[src/hdl/mmu_settings.svh]
`ifndef MMU_SETTINGS_SVH
`define MMU_SETTINGS_SVH

// Effective-address register and data word width
`define MMU_ADDR_W 32

// Physical and virtual page number width
`define MMU_PAGE_W 10

// In-page word offset
`define MMU_OFS_W 10

// Virtual page width in BESM-6 emulation mode
`define MMU_BESM_PAGE_W 5

// Page map entry width
`define MMU_MAP_W 20

`endif

[src/hdl/mmu_ctrl_pkg.sv]
`default_nettype none

package mmu_ctrl_pkg;

    // Arbiter opcode, only the write operations are named
    typedef enum logic [3:0] {
        ARB_CCWR  = 4'd2,           // Instruction cache write
        ARB_DCWR  = 4'd4,           // Operand cache write
        ARB_DWR   = 4'd10,          // Result write
        ARB_RDMWR = 4'd11,          // Read-modify-write
        ARB_BTRWR = 4'd12           // Block transfer write
    } arb_op_t;

    // Mode register layout, bit 31 first
    typedef struct packed {
        logic [1:0] rr_unused;      // 31:30 Spare
        logic       flag_jump;      // 29 Jump instruction flag
        logic       rcb;            // 28 Right command flag
        logic       cb;             // 27 Address changed by index
        logic       no_paging;      // 26 Paging disable
        logic       no_procnm;      // 25 No process number check
        logic       flag_negaddr;   // 24 Negative address mode
        logic       no_rprot;       // 23 No read protection
        logic       no_wprot;       // 22 No write protection
        logic       intstp;         // 21 Stop on interrupt
        logic       single_step;    // 20 Single step mode
        logic       cemlrg;         // 19 Reserved emulation bit
        logic       no_wtag;        // 18 No tag check on write
        logic       no_intr;        // 17 External interrupts masked
        logic       no_progtag;     // 16 No program tag interpretation
        logic       no_badacc;      // 15 No foreign accumulator trap
        logic       no_rtag;        // 14 No tag check on operand read
        logic       no_badop;       // 13 No foreign operand trap
        logic       drg;            // 12 Dispatcher mode
        logic       ovrftb;         // 11 No stack overflow check
        logic       bnb;            // 10 No BESM-6 range check
        logic       flag_z;         // 9 Zero
        logic       flag_n;         // 8 Negative
        logic       flag_c;         // 7 Carry
        logic       flag_v;         // 6 Overflow
        logic       ovrib;          // 5 Overflow interrupt blocked
        logic [2:0] grp;            // 4:2 Condition group
        logic       rndb;           // 1 Rounding blocked
        logic       normb;          // 0 Normalization blocked
    } rr_fields_t;

    // Software sees a raw word, the unit reads single fields
    typedef union packed {
        logic [31:0] raw;
        rr_fields_t  fields;
    } rr_word_u;

endpackage

`default_nettype wire

[src/hdl/mmu_if.sv]
`default_nettype none
`timescale 1ns/1ns

`include "mmu_settings.svh"

// ----------------------------------------------------------------------
// Translation setup, mode registers to translator
// ----------------------------------------------------------------------
interface xlat_cfg_if;
    import mmu_ctrl_pkg::*;

    logic [`MMU_ADDR_W-1:0] ureg;       // Effective address
    logic                   no_paging;  // Map bypass
    logic                   besm6;      // Short virtual page
    arb_op_t                arb_op;     // Opcode seen by the translator

    modport src (output ureg, no_paging, besm6, arb_op);
    modport dst (input  ureg, no_paging, besm6, arb_op);

endinterface


`default_nettype wire

[src/hdl/mode_regs.sv]
`default_nettype none
`timescale 1ns/1ns

`include "mmu_settings.svh"

module mode_regs (
    input  logic                   clk,
    input  logic                   reset,
    input  logic                   i_ureg_wr,     // Load effective address
    input  logic                   i_rr_wr,       // Load mode register
    input  logic                   i_set_besm6,   // Enter emulation mode
    input  logic                   i_clr_besm6,   // Leave emulation mode
    input  logic                   i_arb_req,     // Bus request
    input  mmu_ctrl_pkg::arb_op_t  i_arb_op,      // Opcode of this request
    input  logic [`MMU_ADDR_W-1:0] i_y,           // Data word
    output logic [31:0]            o_rr,          // Mode register read-back
    xlat_cfg_if.src                cfg
);
    import mmu_ctrl_pkg::*;

    logic [`MMU_ADDR_W-1:0] ureg;                 // Effective-address register
    rr_word_u               rr;                   // Mode register
    logic                   besm6;                // Emulation flag
    arb_op_t                arb_op_q;             // Opcode of the last request

    // ------------------------------------------------------------------
    // Address and mode registers
    // ------------------------------------------------------------------
    always_ff @(posedge clk) begin
        if (reset) begin
            ureg   <= '0;
            rr.raw <= '0;
        end else begin
            if (i_ureg_wr)
                ureg <= i_y;                      // Whole word
            if (i_rr_wr)
                rr.raw <= i_y[31:0];              // Loaded raw
        end
    end

    // Emulation flag, set and clear strobes
    always_ff @(posedge clk) begin
        if (reset)
            besm6 <= 1'b0;                        // Native mode after reset
        else if (i_set_besm6)
            besm6 <= 1'b1;
        else if (i_clr_besm6)
            besm6 <= 1'b0;
    end

    // Opcode register, follows every request
    always_ff @(posedge clk) begin
        if (reset)
            arb_op_q <= arb_op_t'(4'd0);
        else if (i_arb_req)
            arb_op_q <= i_arb_op;
    end

    // ------------------------------------------------------------------
    // Outputs
    // ------------------------------------------------------------------
    assign o_rr          = rr.raw;                // Read back as written
    assign cfg.ureg      = ureg;
    assign cfg.no_paging = rr.fields.no_paging;   // Bit 26
    assign cfg.besm6     = besm6;
    assign cfg.arb_op    = i_arb_req ? i_arb_op : arb_op_q;  // Current op bypasses

    // Set and clear come from one decoder and never coincide
    a_besm6_strobes: assert property (@(posedge clk) disable iff (reset)
        !(i_set_besm6 && i_clr_besm6))
        else $error("besm6 set and clear strobes high together");

endmodule

`default_nettype wire

[src/flat_wrapper.sv]
// flat-port wrapper written by rule: the top's interface ports become plain ports
module mode_regs_flat import mmu_ctrl_pkg::*;
  (clk, reset, i_ureg_wr, i_rr_wr, i_set_besm6, i_clr_besm6, i_arb_req, i_arb_op, i_y, o_rr, cfg_ureg, cfg_no_paging, cfg_besm6, cfg_arb_op);
  xlat_cfg_if cfg_i ();
  input  logic clk;
  input  logic reset;
  input  logic i_ureg_wr;
  input  logic i_rr_wr;
  input  logic i_set_besm6;
  input  logic i_clr_besm6;
  input  logic i_arb_req;
  input  mmu_ctrl_pkg::arb_op_t i_arb_op;
  input  logic [`MMU_ADDR_W-1:0] i_y;
  output logic [31:0] o_rr;
  output wire logic [$bits(cfg_i.ureg)-1:0] cfg_ureg;
  output wire logic [$bits(cfg_i.no_paging)-1:0] cfg_no_paging;
  output wire logic [$bits(cfg_i.besm6)-1:0] cfg_besm6;
  output wire logic [$bits(cfg_i.arb_op)-1:0] cfg_arb_op;
  assign cfg_ureg = cfg_i.ureg;
  assign cfg_no_paging = cfg_i.no_paging;
  assign cfg_besm6 = cfg_i.besm6;
  assign cfg_arb_op = cfg_i.arb_op;
  mode_regs u_core (.clk(clk), .reset(reset), .i_ureg_wr(i_ureg_wr), .i_rr_wr(i_rr_wr), .i_set_besm6(i_set_besm6), .i_clr_besm6(i_clr_besm6), .i_arb_req(i_arb_req), .i_arb_op(i_arb_op), .i_y(i_y), .o_rr(o_rr), .cfg(cfg_i));
endmodule
[config.mk]
export PLATFORM = sky130hd
export DESIGN_NAME = mode_regs_flat
export DESIGN_NICKNAME = d
export VERILOG_FILES = /design/src/hdl/mmu_ctrl_pkg.sv /design/src/hdl/mmu_if.sv /design/src/hdl/mode_regs.sv /design/src/flat_wrapper.sv
export VERILOG_INCLUDE_DIRS = /design/src /design/src/hdl
export SDC_FILE = /design/constraint.sdc
export NUM_CORES = 1
export LEC_CHECK = 0
export BUFFER_PORTS_ARGS = -buffer_cell sky130_fd_sc_hd__buf_2
export CORE_ASPECT_RATIO = 0.8
export CORE_UTILIZATION = 49
export CTS_BUF_LIST = sky130_fd_sc_hd__clkbuf_8
export DETAILED_ROUTE_END_ITERATION = 10
export PLACE_DENSITY = 0.82
export SETUP_SLACK_MARGIN = 0.1
export SLEW_MARGIN = 30
export SYNTH_ARGS = -nofsm -noshare
export SYNTH_HDL_FRONTEND = slang
export SYNTH_SLANG_ARGS = --single-unit
[constraint.sdc]
create_clock -name clk -period 0.9 [get_ports clk]
set_input_delay 0.18 -clock clk [delete_from_list [all_inputs] [get_ports clk]]
set_output_delay 0.18 -clock clk [all_outputs]
set_load 0.01 [all_outputs]
# [Word-level counts from Yosys, hierarchy flattened]
# Index checks and enable logic that the tools add are counted.
[classes] muxes=3 reduce_logical=1
[op_table] cell="two-way mux 4 bit" n=1
[op_table] cell="two-way mux 1 bit" n=2
[op_table] cell="nonzero test 2 bit" n=1
[totals] ff_bits=69 inputBits=43 out_inout_bits=70 elab_cells=8

# [Longest topological paths before layout]
# Gate-level depths: netlist of run 1.
[logic_depth] ltp_word=2 ltp_mapped=4 depth_no_buf=2

# [Least setup slack after synthesis of run 1]
# No wires, ideal clock.
[synth_timing] path_kind="reg-to-reg" startpoint="reg u_core.arb_op_q[0] (netlist name)" endpoint="reg u_core.arb_op_q[0]" setup_ns=0.114 arrival_ns=0.687 path_slack_ns=0.099 path_stages_with_launch=3 n_path_buf=0 synth_period_minus_slack_ns=0.801 cell_sequence="dfxtp_1 -> mux2_2 -> nor2b_4"
[synth_rtl] element="end signal, assigned" line="mode_regs.sv:54" source="arb_op_q <= arb_op_t'(4'd0);"
[synth_rtl] element="end signal, assigned" line="mode_regs.sv:56" source="arb_op_q <= i_arb_op;"
[synth_rtl] element="end, declared" line="mode_regs.sv:24" source="arb_op_t arb_op_q;"

# [Worst setup path after layout of run 1]
[layout_timing] startpoint="reg u_core.arb_op_q[3]" endpoint="out cfg_arb_op[3]"
[layout_via] elab_chain_cells=1
[layout_rtl] element="two-way mux 4 bit" line="mode_regs.sv:66" source="assign cfg.arb_op = i_arb_req ? i_arb_op : arb_op_q;"
[layout_rtl] element="end, declared" line="flat_wrapper.sv:18" source="output wire logic [$bits(cfg_i.arb_op)-1:0] cfg_arb_op;"
# Every way passes these cells.

==> results.ini, run 1 <==
[layout]
diodes=0
postLayoutCoreUtil_pct=79.4
syn_to_final_growth_pct=55.0
fin_cells=414
fin_area_sq_um=4000
fin_nets=390
layout-drive-gt1-share_pct=62.5

[clocking]
hold_buffers=0
max-clock-path-buffers=2
cts_tree=done
clk_latency_ns=0.33
htree_levels=3
cts_buffers=9
clk_pin_slew_worst_paths_ns=0.07
clkSinkCount=69
clockRootBuffer=clkbuf_8

[critical_path]
timing.rr.end=u_core.arb_op_q[3]
setup.worst_path.class=reg -> out
r2r_start=u_core.arb_op_q[3]
crit_buf_inv=1
crit_path_end=cfg_arb_op[3]
cp_max_fo=2
reg2reg_depth=3
cpMaxStageDelayCell=dfxtp_2
slowest_delay_ns=0.32
worst-path-stages=2
cp_top_family=flip-flops
crit_path_end_kind=output port
crit_required_ns=0.72
cp.arrival_ns=1.04
critPathLaunch=u_core.arb_op_q[3]
reg2reg_setup_slack_ns=-0.03
crit_chain=mux2_4 -> buf_6
cp-start-kind=flip-flop

[die]
floorplan.die_area_sq_um=5560
die_width_microns=83.1
num_rows=23
start_util_pct=51.3
die_h_microns=66.9
coreArea_sq_um=5040
io_pins=113

[power_and_ir_drop]
vdd_drop_max_uv=1360
power_switching_mw=1.68
internal-power_mw=5.86
pwr-share-seq_pct=45.2
clkPwrFrac_pct=39.4
p_sw_share_pct=22.3
p_leak_nw=1.98
p_per_area_nw_per_um2=1880
comb_power_share_pct=15.4

[routing]
wl_per_cell_microns=14.2
vias=2006
drt_iter0_drc=43
drc=0
avgViaCountPerCell=4.85
wirelength_mm=5.89
drt_pass1_iterations=4
postRouteAntennaNets=0

[sta]
fin_crit_sh_pct=135
rsz0062_at_grt=true
hold_viol_final=0
fin_skew_ns=0
tightest_slew_ns=0.175
finalSetupTns_ns=-4.52
fmax_mhz=821
slew_headroom_pct=88.0
period_minus_slack_ns=1.22
fin_ws_ns=-0.318
drv_slew=0
final-setup-viol-count=73

[placement]
place_congestion=0.693
post-place-ws_ns=-0.0789
dp_hpwl_mm=3.65
place_inst=388
port_buffers=112
place_area_sq_um=3150

[logic_synthesis]
synth_area_leaders=dfxtp_1 (54%), mux2i_1 (25%), nor2_1 (9.3%), buf_12 (4.7%), buf_6 (2.2%)
post_synth_num_cell_types=13
syn_avg_cell_area_sq_um=11.5
postSynthCellCount=225
yosysMostFrequentCell=dfxtp_1
synth_nets=268
synth_seq_area_share_pct=53.5
ys_async_sr_fraction_pct=0
synth_warnings=0
synth_ff_type=dfxtp_1
synth_edf_count=0
syn-cell-area_sq_um=2580
synthTopCellsByCount=dfxtp_1 (69), mux2i_1 (64), nor2_1 (64)
yosys_register_bits=69
yosysTopAreaCell=dfxtp_1
synth_top_area_share_pct=53.5

[run_status]
status=finished, violations left
violations=setup timing

[global_routing]
grt_usage_pct=21.9
antenna_found_initial=0
grt_pass1_vias=1969
grt-ovfl-total=0
grt_pass1_wl_mm=9.35
grt_max_degree=41

[min_path]
whs_path_depth=3
hold_path_class=in -> reg

[job]
max_cap_violations=0

flip-flops by register name, indices dropped and copies added (netlist names):
signal            cells
u_core.cfg.besm6      1
u_core.cfg.ureg      32
u_core.arb_op_q       4
u_core.o_rr          32
tightest hold or removal path, cell delays in order:
cell	delay [ns]
buf_2	0.10
inv_1	0.04
a21oi_1	0.05
layer usage:
layer / wire length (microns) / share of wire (%) / vias to the layer above / track usage [%]
li1: - / - / 983 / -
met1: 2410 / 41 / 935 / 23.3
met2: 2980 / 51 / 83 / 39.9
met3: 467 / 7.9 / 5 / 8.92
met4: 42 / 0.71 / 0 / 7.11
met5: 0 / 0 / - / 0
final cells by class:
class                   count  area (sq um)
flip-flops and latches     69          1470
repair buffers            128          1200
fillers                   304          1040
multi-input cells         138          1010
clock buffers              10           138
clock inverters             6           103
well taps                  62          77.6
inverters                   1          3.75
per-stage QoR:
step	hold slack, ns	power, mW
6_report	0.0731	7.53
2_1_floorplan	0.309	3.95
3_5_place_dp	0.435	4.29
3_3_place_gp	0.412	4.25
4_1_cts	0.0637	7.57
5_1_grt	0.0523	7.85
cell families (layout without fill, tap and decap cells):
| kind of cell | count (synthesis) | after routing | synth area share, % |
|---|---|---|---|
| buffers and inverters | 18 | 145 | 8.05 |
| muxes | 68 | 68 | 26.6 |
| and+or+nand+nor | 69 | 69 | 11.7 |
| AOI/OAI and AO/OA | 1 | 1 | 0.194 |
| DFF | 69 | 69 | 53.5 |
how the worst min path moves through the flow:
stage,from,end
after global routing,i_set_besm6,u_core.cfg.besm6
after CTS,i_set_besm6,u_core.cfg.besm6
after detailed placement,i_set_besm6,u_core.cfg.besm6
after floorplan,i_set_besm6,u_core.cfg.besm6
after global placement,i_set_besm6,u_core.cfg.besm6
final,i_set_besm6,u_core.cfg.besm6
layout by cell type (no fill, tap or decap):
cell type	Yosys	routed
mux2i_1	64	62
mux2_4	0	4
dfxtp_2	0	68
clkinv_2	0	1
clkbuf_8	0	10
buf_2	1	42
inv_1	1	3
mux2i_2	0	2
buf_12	6	6
bufinv_16	0	3
nand2b_1	1	1
nor2_1	64	64
buf_4	1	9
nor2b_4	4	4
a21oi_1	1	1
buf_6	5	71
dfxtp_1	69	1
timing repair:
item                       4_1_cts  5_1_grt
buffers inserted                 4        6
setup endpoints to repair       71       75
gates resized for setup        136        5
pin swaps                        0        1
power by group through the flow:
stage | clock network (mW) | logic [mW] | registers (mW)
2_1_floorplan | 0 | 0.481 | 3.47
3_3_place_gp | 0 | 0.875 | 3.38
3_5_place_dp | 0 | 0.900 | 3.39
4_1_cts | 3.04 | 1.13 | 3.40
5_1_grt | 3.18 | 1.25 | 3.42
6_report | 2.97 | 1.16 | 3.41
Note: power is estimated with default switching activity, not from simulation.
==> inputs of run 2 (changes only) <==
--- a/config.mk
+++ b/config.mk
@@ -11,8 +11,9 @@
 export CORE_UTILIZATION = 49
 export CTS_BUF_LIST = sky130_fd_sc_hd__clkbuf_8
 export DETAILED_ROUTE_END_ITERATION = 10
-export PLACE_DENSITY = 0.82
+export PLACE_DENSITY_LB_ADDON = 0.08
 export SETUP_SLACK_MARGIN = 0.1
+export SKIP_CTS_REPAIR_TIMING = 1
 export SLEW_MARGIN = 30
 export SYNTH_ARGS = -nofsm -noshare
 export SYNTH_HDL_FRONTEND = slang
==> run 2 against run 1 <==
The run still ends with setup timing left. Power down 10%. Clock-buffer cell count up 2. Global-route usage down 2.7 points. Design area down 2.9%. Sequential power about the same. Worst hold slack worse by 0.0046 ns. First-iteration DRC count up 130%. Non-clock buffer count down 6. Clock power down 25%.
==> results.ini, run 2 (synthesis results as in run 1) <==
[layout]
nFillCells=365  ; was 304
diodes=0  ; unchanged
syn_to_final_growth_pct=50.4  ; was 55.0%
mostFrequentLayoutCells=buf_6 (71), dfxtp_2 (66), mux2i_1 (64), nor2_1 (64), buf_2 (42)  ; was buf_6 (71), dfxtp_2 (68), nor2_1 (64), mux2i_1 (62), buf_2 (42)
fin_nets=384  ; was 390
layout-drive-gt1-share_pct=60.6  ; was 62.5%
final_common_cell=buf_6  ; unchanged

[clocking]
clkSinkCount=69  ; unchanged
clockRootBuffer=clkbuf_8  ; unchanged
htree_levels=3  ; unchanged
max-clock-path-buffers=2  ; unchanged
clk_pin_slew_worst_paths_ns=0.07  ; about the same
cts_tree=done  ; unchanged
cts_buffers=9  ; unchanged
clk_latency_ns=0.34  ; was 0.33 ns

[critical_path]
reg2reg_depth=3  ; unchanged
reg2reg_setup_slack_ns=-0.02  ; was -0.03 ns
cp-start-kind=flip-flop  ; unchanged
critPathLaunch=u_core.arb_op_q[1]  ; was u_core.arb_op_q[3]
crit_required_ns=0.72  ; about the same
setup.worst_path.class=reg -> out  ; unchanged
cp.arrival_ns=1.05  ; was 1.04 ns
crit_path_end=cfg_arb_op[1]  ; was cfg_arb_op[3]
r2r_start=u_core.arb_op_q[1]  ; was u_core.arb_op_q[3]
cp_max_fo=2  ; unchanged
crit_path_end_kind=output port  ; unchanged
timing.rr.end=u_core.arb_op_q[1]  ; was u_core.arb_op_q[3]

[placement]
dp_hpwl_mm=3.64  ; was 3.65 mm
place_congestion=0.694  ; was 0.693
port_buffers=112  ; unchanged

[sta]
finalSetupTns_ns=-5.10  ; was -4.52 ns
period_minus_slack_ns=1.23  ; was 1.22 ns
slew_headroom_pct=88.6  ; was 88.0%
fin_crit_sh_pct=137  ; was 135%
worst_hold_slack_ns=0.0685  ; was 0.0731 ns
fin_skew_ns=0  ; unchanged
fmax_mhz=812  ; was 821 MHz
fin_ws_ns=-0.332  ; was -0.318 ns
final-setup-viol-count=71  ; was 73
drv_slew=0  ; unchanged
hold_viol_final=0  ; unchanged
tightest_slew_ns=0.166  ; was 0.175 ns
rsz0062_at_grt=true  ; unchanged

[die]
start_util_pct=51.3  ; unchanged
die_h_microns=66.9  ; unchanged
io_pins=113  ; unchanged
die_width_microns=83.1  ; unchanged
floorplan.die_area_sq_um=5560  ; unchanged
coreArea_sq_um=5040  ; unchanged
num_rows=23  ; unchanged

[global_routing]
grt_usage_pct=19.2  ; was 21.9%
grt_pass1_vias=1740  ; was 1,969
grt_pass1_wl_mm=8.08  ; was 9.35 mm
antenna_found_initial=0  ; unchanged
grt_max_degree=36  ; was 41
grt-ovfl-total=0  ; unchanged

[power_and_ir_drop]
vdd_drop_max_uv=1470  ; was 1360 uV
power.total_mw=6.76  ; was 7.53 mW
p_leak_nw=1.92  ; was 1.98 nW
p_per_area_nw_per_um2=1740  ; was 1880 nW/um^2

[job]
max_cap_violations=0  ; unchanged

[run_status]
violations=setup timing  ; unchanged
status=finished, violations left  ; unchanged

[routing]
postRouteAntennaNets=0  ; unchanged
drc=0  ; unchanged
wl_per_cell_microns=13.9  ; was 14.2 microns
drt_iter0_drc=99  ; was 43
drt_pass1_iterations=4  ; unchanged
vias=1947  ; was 2,006
wirelength_mm=5.66  ; was 5.89 mm
avgViaCountPerCell=4.78  ; was 4.85

[min_path]
hold_path_class=in -> reg  ; unchanged

run 2: worst max-delay path, cell delays in order (launching register included):
cell,delay [ns]
dfxtp_2,0.31
mux2_4,0.28
buf_6,0.12
run 2: layout make-up:
| class | count | area [sq um] | area share [%] |
|---|---|---|---|
| multi-input cells | 138 | 1010 | 25.9 |
| repair buffers | 122 | 1150 | 29.7 |
| flip-flops and latches | 69 | 1460 | 37.7 |
| well taps | 62 | 77.6 | 2.00 |
| clock inverters | 3 | 12.5 | 0.322 |
| inverters | 1 | 3.75 | 0.0967 |
| clock buffers | 12 | 165 | 4.25 |
run 2: worst min path at each step:
stage | startpoint | end | slack [ns] | cells past startpoint
floorplan | i_set_besm6 | u_core.cfg.besm6 | 0.31 | 2
global placement | i_set_besm6 | u_core.cfg.besm6 | 0.42 | 3
detailed placement | i_set_besm6 | u_core.cfg.besm6 | 0.43 | 3
CTS | i_set_besm6 | u_core.cfg.besm6 | 0.06 | 3
global route | i_set_besm6 | u_core.cfg.besm6 | 0.07 | 3
finish | i_set_besm6 | u_core.cfg.besm6 | 0.07 | 3
run 2: metrics by stage:
step	cell area, sq um	utilization (%)	setup slack [ns]	cells
2_1_floorplan	2600	-	0.109	225
3_3_place_gp	3160	62.7	-0.0609	389
3_5_place_dp	3160	62.7	-0.0785	389
4_1_cts	3340	66.2	-0.354	404
5_1_grt	3880	77.1	-0.370	407
6_report	3880	77.1	-0.332	407
run 2: layer usage:
metal  global-route usage, %  up-vias  part of all wire [%]
li1                        -      973                     -
met2                    31.4       66                    49
met3                    9.42        7                   7.5
met1                    21.9      901                    43
met5                       0        -                     0
met4                    7.11        0                   1.2
run 2: power breakdown:
| part | internal, mW | switching [mW] |
|---|---|---|
| clock network | 1.19 | 1.05 |
| registers | 3.27 | 0.124 |
| logic | 0.667 | 0.463 |
| total | 5.13 | 1.64 |
